[src/verilog/hazard_params.svh]
`ifndef HAZARD_PARAMS_SVH
`define HAZARD_PARAMS_SVH

// Number of queue entries. Must be a power of two.
`define HZ_QUEUE_DEPTH 8

// Occupancy above which the fetch side is stalled.
`define HZ_STALL_LEVEL 4

// addi x0,x0,0 shown in slots that do not issue.
`define HZ_NOP_INSTR 32'h0000_0013

`endif

[src/verilog/hazard_pkg.sv]
`include "hazard_params.svh"

package hazard_pkg;

  typedef logic [31:0] addr_t;
  typedef logic [31:0] instr_t;
  typedef logic [63:0] fetch_word_t;
  typedef logic [4:0] reg_idx_t;

  typedef logic [$clog2(`HZ_QUEUE_DEPTH)-1:0] qptr_t;
  typedef logic [$clog2(`HZ_QUEUE_DEPTH):0] qcount_t; // Holds 0 up to the full depth.

  typedef logic [1:0] issue_cnt_t;

  typedef enum logic [6:0] {
    opcode_lui    = 7'b0110111,
    opcode_auipc  = 7'b0010111,
    opcode_jal    = 7'b1101111,
    opcode_jalr   = 7'b1100111,
    opcode_branch = 7'b1100011,
    opcode_load   = 7'b0000011,
    opcode_store  = 7'b0100011,
    opcode_imm    = 7'b0010011,
    opcode_reg    = 7'b0110011,
    opcode_fence  = 7'b0001111,
    opcode_system = 7'b1110011
  } opcode_e;

endpackage

[src/verilog/decode_if.sv]
`timescale 1ns/1ps

interface decode_if
  import hazard_pkg::*;
();

  logic basic;
  logic recognized;
  logic wren;
  logic rden1;
  logic rden2;
  reg_idx_t waddr;
  reg_idx_t raddr1;
  reg_idx_t raddr2;

  modport decoder (
    output basic, recognized, wren, rden1, rden2, waddr, raddr1, raddr2
  );

  modport ctrl (
    input basic, recognized, wren, rden1, rden2, waddr, raddr1, raddr2
  );

endinterface

[src/verilog/fetch_queue.sv]
`timescale 1ns/1ps
`include "hazard_params.svh"

module fetch_queue
  import hazard_pkg::*;
(
  input logic clock,
  input logic reset,
  input logic write_en,
  input qptr_t write_ptr,
  input addr_t fetch_pc,
  input fetch_word_t fetch_data,
  input qptr_t read_ptr,
  output addr_t head_pc0,
  output addr_t head_pc1,
  output instr_t head_instr0,
  output instr_t head_instr1
);

  addr_t pc_mem [0:`HZ_QUEUE_DEPTH-1];
  instr_t instr_mem [0:`HZ_QUEUE_DEPTH-1];

  qptr_t write_ptr_1;
  qptr_t rd_ptr [0:1];
  addr_t wr_pc [0:1];
  instr_t wr_instr [0:1];
  addr_t rd_pc [0:1];
  instr_t rd_instr [0:1];

  assign write_ptr_1 = write_ptr + qptr_t'(1); // Wraps with the pointer width.

  assign wr_pc[0] = fetch_pc;
  assign wr_pc[1] = fetch_pc + addr_t'(4);
  assign wr_instr[0] = fetch_data[31:0]; // Lower half is the older instruction.
  assign wr_instr[1] = fetch_data[63:32];

  assign rd_ptr[0] = read_ptr;
  assign rd_ptr[1] = read_ptr + qptr_t'(1);

  always_ff @(posedge clock) begin
    if (reset == 1'b1 && write_en == 1'b1) begin // No writes land while held in reset.
      pc_mem[write_ptr] <= wr_pc[0];
      instr_mem[write_ptr] <= wr_instr[0];
      pc_mem[write_ptr_1] <= wr_pc[1];
      instr_mem[write_ptr_1] <= wr_instr[1];
    end
  end

  // A fetch accepted this cycle is visible at the head right away.
  always_comb begin
    for (int k = 0; k < 2; k++) begin
      rd_pc[k] = pc_mem[rd_ptr[k]];
      rd_instr[k] = instr_mem[rd_ptr[k]];
      if (write_en == 1'b1 && rd_ptr[k] == write_ptr) begin
        rd_pc[k] = wr_pc[0];
        rd_instr[k] = wr_instr[0];
      end else if (write_en == 1'b1 && rd_ptr[k] == write_ptr_1) begin
        rd_pc[k] = wr_pc[1];
        rd_instr[k] = wr_instr[1];
      end
    end
  end

  assign head_pc0 = rd_pc[0];
  assign head_pc1 = rd_pc[1];
  assign head_instr0 = rd_instr[0];
  assign head_instr1 = rd_instr[1];

endmodule

[src/verilog/instr_decode.sv]
`timescale 1ns/1ps

module instr_decode
  import hazard_pkg::*;
(
  input instr_t instr,
  decode_if.decoder dec
);

  localparam logic [2:0] funct_add = 3'b000;
  localparam logic [2:0] funct_sll = 3'b001;
  localparam logic [2:0] funct_srl = 3'b101;

  opcode_e opcode;
  logic [2:0] funct3;
  logic [6:0] funct7;
  reg_idx_t rd;

  logic recognized;
  logic basic;
  logic writes_rd;
  logic uses_rs1;
  logic uses_rs2;

  assign opcode = opcode_e'(instr[6:0]);
  assign funct3 = instr[14:12];
  assign funct7 = instr[31:25];
  assign rd = instr[11:7];

  always_comb begin
    recognized = 1'b1;
    basic = 1'b0;
    writes_rd = 1'b0;
    uses_rs1 = 1'b0;
    uses_rs2 = 1'b0;
    case (opcode)
      opcode_lui, opcode_auipc, opcode_jal : begin
        writes_rd = 1'b1;
      end
      opcode_jalr, opcode_load : begin
        writes_rd = 1'b1;
        uses_rs1 = 1'b1;
      end
      opcode_branch, opcode_store : begin
        uses_rs1 = 1'b1;
        uses_rs2 = 1'b1;
      end
      opcode_imm : begin
        writes_rd = 1'b1;
        uses_rs1 = 1'b1;
        case (funct3)
          funct_sll : basic = (funct7 == 7'b0000000);
          funct_srl : basic = (funct7 == 7'b0000000) || (funct7 == 7'b0100000); // srli and srai.
          default : basic = 1'b1;
        endcase
      end
      opcode_reg : begin
        writes_rd = 1'b1;
        uses_rs1 = 1'b1;
        uses_rs2 = 1'b1;
        if (funct7 == 7'b0000000) begin
          basic = 1'b1;
        end else if (funct7 == 7'b0100000) begin
          basic = (funct3 == funct_add) || (funct3 == funct_srl); // sub and sra.
        end
      end
      opcode_fence : begin
      end
      opcode_system : begin
        if (funct3 != 3'd0 && funct3 != 3'd4) begin
          writes_rd = 1'b1; // CSR access.
        end
        if (funct3 >= 3'd1 && funct3 <= 3'd3) begin
          uses_rs1 = 1'b1; // Register source, not the immediate form.
        end
      end
      default : begin
        recognized = 1'b0;
      end
    endcase
  end

  assign dec.recognized = recognized;
  assign dec.basic = basic;
  assign dec.wren = writes_rd && (rd != '0); // x0 never creates a dependency.
  assign dec.rden1 = uses_rs1;
  assign dec.rden2 = uses_rs2;
  assign dec.waddr = rd;
  assign dec.raddr1 = instr[19:15];
  assign dec.raddr2 = instr[24:20];

endmodule

[src/verilog/hazard_ctrl.sv]
`timescale 1ns/1ps
`include "hazard_params.svh"

module hazard_ctrl
  import hazard_pkg::*;
(
  input logic clock,
  input logic reset,
  input logic fetch_valid,
  input logic clear,
  input logic issue_hold,
  decode_if.ctrl slot0,
  decode_if.ctrl slot1,
  output logic write_en,
  output qptr_t write_ptr,
  output qptr_t read_ptr,
  output issue_cnt_t issue_count,
  output logic queue_stall
);

  qcount_t count_reg;
  qcount_t avail;
  qcount_t count_next;
  logic stall_reg;
  logic raw_hazard;
  logic pair_ok;

  assign write_en = fetch_valid && !clear && !stall_reg;

  // Entries visible at the head this cycle, including the new fetch.
  assign avail = write_en ? count_reg + qcount_t'(2) : count_reg;

  assign raw_hazard = slot0.wren &&
                      ((slot1.rden1 && slot1.raddr1 == slot0.waddr) ||
                       (slot1.rden2 && slot1.raddr2 == slot0.waddr));

  assign pair_ok = slot0.recognized && slot1.basic && (avail >= qcount_t'(2)) && !raw_hazard;

  always_comb begin
    if (clear || issue_hold || avail == '0) begin
      issue_count = 2'd0;
    end else if (pair_ok) begin
      issue_count = 2'd2;
    end else begin
      issue_count = 2'd1;
    end
  end

  assign count_next = clear ? '0 : avail - qcount_t'(issue_count);
  assign queue_stall = count_next > qcount_t'(`HZ_STALL_LEVEL);

  always_ff @(posedge clock) begin
    if (reset == 1'b0) begin
      count_reg <= '0;
      write_ptr <= '0;
      read_ptr <= '0;
      stall_reg <= 1'b0;
    end else if (clear == 1'b1) begin
      count_reg <= '0;
      write_ptr <= '0;
      read_ptr <= '0;
      stall_reg <= 1'b0;
    end else begin
      count_reg <= count_next;
      if (write_en == 1'b1) begin
        write_ptr <= write_ptr + qptr_t'(2);
      end
      read_ptr <= read_ptr + qptr_t'(issue_count);
      stall_reg <= queue_stall; // Gates acceptance one cycle later.
    end
  end

endmodule

[src/verilog/issue_select.sv]
`timescale 1ns/1ps
`include "hazard_params.svh"

module issue_select
  import hazard_pkg::*;
(
  input issue_cnt_t issue_count,
  input addr_t head_pc0,
  input addr_t head_pc1,
  input instr_t head_instr0,
  input instr_t head_instr1,
  output addr_t pc0,
  output addr_t pc1,
  output addr_t npc0,
  output addr_t npc1,
  output instr_t instr0,
  output instr_t instr1,
  output logic valid0,
  output logic valid1
);

  // Compressed instructions advance by two bytes.
  function automatic addr_t next_pc(input addr_t pc, input instr_t instr);
    addr_t step;
    step = (instr[1:0] == 2'b11) ? addr_t'(4) : addr_t'(2);
    return pc + step;
  endfunction

  assign valid0 = (issue_count != 2'd0);
  assign valid1 = (issue_count == 2'd2);

  assign pc0 = valid0 ? head_pc0 : '0;
  assign pc1 = valid1 ? head_pc1 : '0;
  assign npc0 = valid0 ? next_pc(head_pc0, head_instr0) : '0;
  assign npc1 = valid1 ? next_pc(head_pc1, head_instr1) : '0;
  assign instr0 = valid0 ? head_instr0 : `HZ_NOP_INSTR;
  assign instr1 = valid1 ? head_instr1 : `HZ_NOP_INSTR;

endmodule

[src/verilog/dual_issue_hazard.sv]
`timescale 1ns/1ps

module dual_issue_hazard
  import hazard_pkg::*;
(
  input logic clock,
  input logic reset,
  input logic fetch_valid,
  input addr_t fetch_pc,
  input fetch_word_t fetch_data,
  input logic clear,
  input logic issue_hold,
  output addr_t pc0,
  output addr_t pc1,
  output addr_t npc0,
  output addr_t npc1,
  output instr_t instr0,
  output instr_t instr1,
  output logic valid0,
  output logic valid1,
  output logic queue_stall
);

  logic write_en;
  qptr_t write_ptr;
  qptr_t read_ptr;
  addr_t head_pc0;
  addr_t head_pc1;
  instr_t head_instr0;
  instr_t head_instr1;
  issue_cnt_t issue_count;

  decode_if slot0_dec ();
  decode_if slot1_dec ();

  fetch_queue u_queue (
    .clock       (clock),
    .reset       (reset),
    .write_en    (write_en),
    .write_ptr   (write_ptr),
    .fetch_pc    (fetch_pc),
    .fetch_data  (fetch_data),
    .read_ptr    (read_ptr),
    .head_pc0    (head_pc0),
    .head_pc1    (head_pc1),
    .head_instr0 (head_instr0),
    .head_instr1 (head_instr1)
  );

  instr_decode u_decode0 (
    .instr (head_instr0),
    .dec   (slot0_dec.decoder)
  );

  instr_decode u_decode1 (
    .instr (head_instr1),
    .dec   (slot1_dec.decoder)
  );

  hazard_ctrl u_ctrl (
    .clock       (clock),
    .reset       (reset),
    .fetch_valid (fetch_valid),
    .clear       (clear),
    .issue_hold  (issue_hold),
    .slot0       (slot0_dec.ctrl),
    .slot1       (slot1_dec.ctrl),
    .write_en    (write_en),
    .write_ptr   (write_ptr),
    .read_ptr    (read_ptr),
    .issue_count (issue_count),
    .queue_stall (queue_stall)
  );

  issue_select u_select (
    .issue_count (issue_count),
    .head_pc0    (head_pc0),
    .head_pc1    (head_pc1),
    .head_instr0 (head_instr0),
    .head_instr1 (head_instr1),
    .pc0         (pc0),
    .pc1         (pc1),
    .npc0        (npc0),
    .npc1        (npc1),
    .instr0      (instr0),
    .instr1      (instr1),
    .valid0      (valid0),
    .valid1      (valid1)
  );

endmodule

[config.mk]
export PLATFORM = sky130hd
export DESIGN_NAME = dual_issue_hazard
export DESIGN_NICKNAME = d
export VERILOG_FILES = /design/src/verilog/hazard_pkg.sv /design/src/verilog/decode_if.sv /design/src/verilog/fetch_queue.sv /design/src/verilog/instr_decode.sv /design/src/verilog/hazard_ctrl.sv /design/src/verilog/issue_select.sv /design/src/verilog/dual_issue_hazard.sv
export VERILOG_INCLUDE_DIRS = /design/src /design/src/verilog
export SDC_FILE = /design/constraint.sdc
export NUM_CORES = 1
export LEC_CHECK = 0
export BUFFER_PORTS_ARGS = -buffer_cell sky130_fd_sc_hd__buf_4
export CAP_MARGIN = 30
export CORE_MARGIN = 2
export CORE_UTILIZATION = 25
export DETAILED_ROUTE_END_ITERATION = 12
export HOLD_SLACK_MARGIN = 0.08
export SYNTH_ARGS = -nofsm -noshare
export SYNTH_HDL_FRONTEND = slang
export SYNTH_SLANG_ARGS = --single-unit
export TNS_END_PERCENT = 5
[constraint.sdc]
create_clock -name clock -period 8.2 [get_ports clock]
set_clock_uncertainty 0.1 [all_clocks]
set_input_delay 0.41 -clock clock [delete_from_list [all_inputs] [get_ports clock]]
set_output_delay 0.41 -clock clock [all_outputs]
set_load 0.01 [all_outputs]
==> run metrics <==
TritonCTS clock tree=built; max reg flops=256; max_cap viols=0; Cell Pwr Density=166.7 mW/mm²; CP max-delay cell=dfxtp_4; DRC=0; DRT Wirelength=103500 µm; First DRT Iteration DRCs=2331; Placed Instances=4085; Seq pwr share=48.0%; Max Clk Rate=136.5 MHz; CP Launch Point=u_ctrl.read_ptr[0]; Core Area=0.1203 mm²; total CTS buffers=52; Hold Startpoint=clear; Async SR Flop Fraction=0%; overall power=6.118 mW; Fin. Hold Viols=0; Die H=352.9 µm; drt via density=5.165; Final GP Congestion=0.8774; Max IR drop VDD=0.1403 mV; most common cell after layout, fill and taps aside=edfxtp_1; Psw=1.548 mW; gr usage total=15.94%; Mapped Cells=2333; met1 Use GR=20.69%; delay-heaviest family, CP=buffers and inverters; share of layout cells above drive strength 1=26.36%; EDFF count, synth=504; CP max FO=54; Gate power share=12.7%; total number of vias=22130; Final Setup Violations=0; global-route wire length before repair=149400 µm; Post-DRT Antenna Nets=0; Tmin final=7328 ps; Hold Crit Depth=3; FF-to-FF Start=u_ctrl.read_ptr[0]; Critical path buffers and inverters=4; Die X=352.9 µm; Hold Crit Class=primary input to register; die footprint=0.1245 mm²; M2 GR Usage=25.61%; Slew Limit Fails=0; Avg Inst Size Synth=13.04 µm²; sequential fraction of the synthesis area=50.40%; initial antenna violation count=12; CTS resizes=0; Pre-antenna DRT Iters=6; mapped cell area=0.03043 mm²; Area growth syn-to-layout=20.62%; status=finished clean; H-tree levels=2; YS warnings=0; Synth cell types=89; clock buffer depth=3; Worst EP arrival=6820 ps; grt ovf=0; clock power share=39.3%; Net Sw Frac=25.31%; critical path cell sequence=ha_4 -> buf_4 -> mux4_2 -> mux4_2 -> xnor2_1 -> o221ai_1 -> nor4_1 -> a22oi_1 -> o211ai_4 -> buf_4 -> inv_1 -> fa_1 -> a21oi_1 -> a21o_1 -> buf_4; slowest cell delay on critical path=840 ps; vias in the first global route=21840; Wirelength per Cell=24.15 µm; Internal Pwr Total=4.569 mW; largest net degree at the start of global routing=73; Hold WS=151.4 ps; clk sinks=514; unrepaired setup endpoints after global routing=no; post-CTS setup buffer count=0; Worst Setup End Kind=primary output; Site Rows=127; CP Class=register to primary output; Finished Layout Cells=4284; Clock Pin Slew Worst Setup and Hold Paths=60 ps; layout net count=2749; Worst Tran Pin Value=1039 ps; Slew HR=30.74%; Top Usage Layer GRT=met2; LEAKAGE=11.81 nW; Setup TNS=0 ps; IO Port Bufs=289; Root Driver=clkbuf_16; DPL Wire Length=71670 µm; post-route clock period utilization=89.37%; CTS Hold Buffers Added=98; met3 GRT Util=5.230%; Yosys reg bits=514; CP required=7690 ps; critical path depth=15; most numerous cell on the critical path=buf_4; clk_lat worst skew=620 ps; Top Ports=296; Startpoint Class=register; Initial Util=25.29%; R2R cell count=17; Primary FF master, synth=edfxtp_1; most frequent cells in the layout=edfxtp_1 (504), buf_4 (335), nand2_1 (231), mux4_2 (217), nor2_1 (186)
routing by layer:
metal	vias up	wire length (µm)
met2	1080	48160
met5	-	218
li1	9676	-
met1	11210	42200
met4	16	2326
met3	152	10560
worst reg2reg max path, delay by kind of cell (launching register included):
kind,cells,cell delay [ps]
mux,2,1120
compound gates,4,770
simple gates,4,700
fa+ha+maj,2,1070
flops,1,840
xor+xnor,2,320
buf+inv,3,1620
path summary, 6_finish.rpt:
path | endpoint | slack [ps]
setup / recovery | queue_stall | 870
hold / removal | u_ctrl.stall_reg | 150
setup reg to reg | u_ctrl.count_reg[3] | 1520
hold reg to reg | u_ctrl.count_reg[0] | 530
cell type report:
type                    count  area, µm²
clock buffers              62       1381
well taps                1612       2017
inverters                  24      90.09
clock inverters            33      302.8
fillers                 12060      83590
diodes                      1      2.502
repair buffers            439       3603
multi-input cells        1599      13960
flip-flops and latches    514      15350
power by group through the flow:
stage | Combinational [mW] | Sequential [mW] | Clock [mW]
2_1_floorplan | 0.431 | 2.99 | 0
3_3_place_gp | 0.715 | 2.99 | 0
3_5_place_dp | 0.716 | 2.99 | 0
4_1_cts | 0.768 | 2.93 | 2.44
5_1_grt | 0.832 | 2.94 | 2.54
6_report | 0.778 | 2.93 | 2.40
Yosys cell counts (13+ instances only):
library cell | n | area [µm²]
or3_1 | 13 | 81.33
a41oi_1 | 13 | 113.9
nor3_1 | 33 | 165.2
xnor2_1 | 92 | 805.8
and2_1 | 31 | 193.9
ha_1 | 14 | 175.2
inv_1 | 23 | 86.33
buf_6 | 18 | 202.7
nor2b_1 | 47 | 294.0
o21ai_0 | 29 | 145.1
nor2_1 | 186 | 698.2
a211oi_1 | 65 | 488.0
mux2i_1 | 114 | 1141
and3_1 | 13 | 81.33
buf_2 | 74 | 370.4
buf_4 | 35 | 262.8
nor4_1 | 33 | 206.5
clkbuf_1 | 48 | 180.2
o31ai_1 | 13 | 97.59
mux2_2 | 20 | 225.2
nand3_1 | 84 | 420.4
edfxtp_1 | 504 | 15130
nand4_1 | 27 | 168.9
xor2_1 | 47 | 411.6
mux4_2 | 217 | 4887
buf_1 | 22 | 82.58
nor3b_1 | 26 | 195.2
a21oi_1 | 58 | 290.3
nand3b_1 | 14 | 105.1
nand2_1 | 231 | 867.1
per-stage QoR:
| stage | setup slack [ps] | instance area [µm²] | utilization [%] |
|---|---|---|---|
| after global routing | 418.9 | 36700 | 30.51 |
| after global placement | 1521 | 33920 | 28.20 |
| final | 871.6 | 36700 | 30.51 |
| after floorplan | 2973 | 30440 | - |
| after detailed placement | 1451 | 33970 | 28.24 |
| after CTS | 742.7 | 36640 | 30.46 |
cell families after synthesis:
logic type,share of synthesized area (%)
other,0.02468
buffers and inverters,4.104
AND/OR/NAND/NOR,13.31
multiplexers,20.70
adder cells (fa/ha/maj),0.8389
flip-flops,50.40
AO/OA/AOI/OAI,6.440
XOR/XNOR,4.182
No activity file was read; power rests on OpenSTA's default activity.
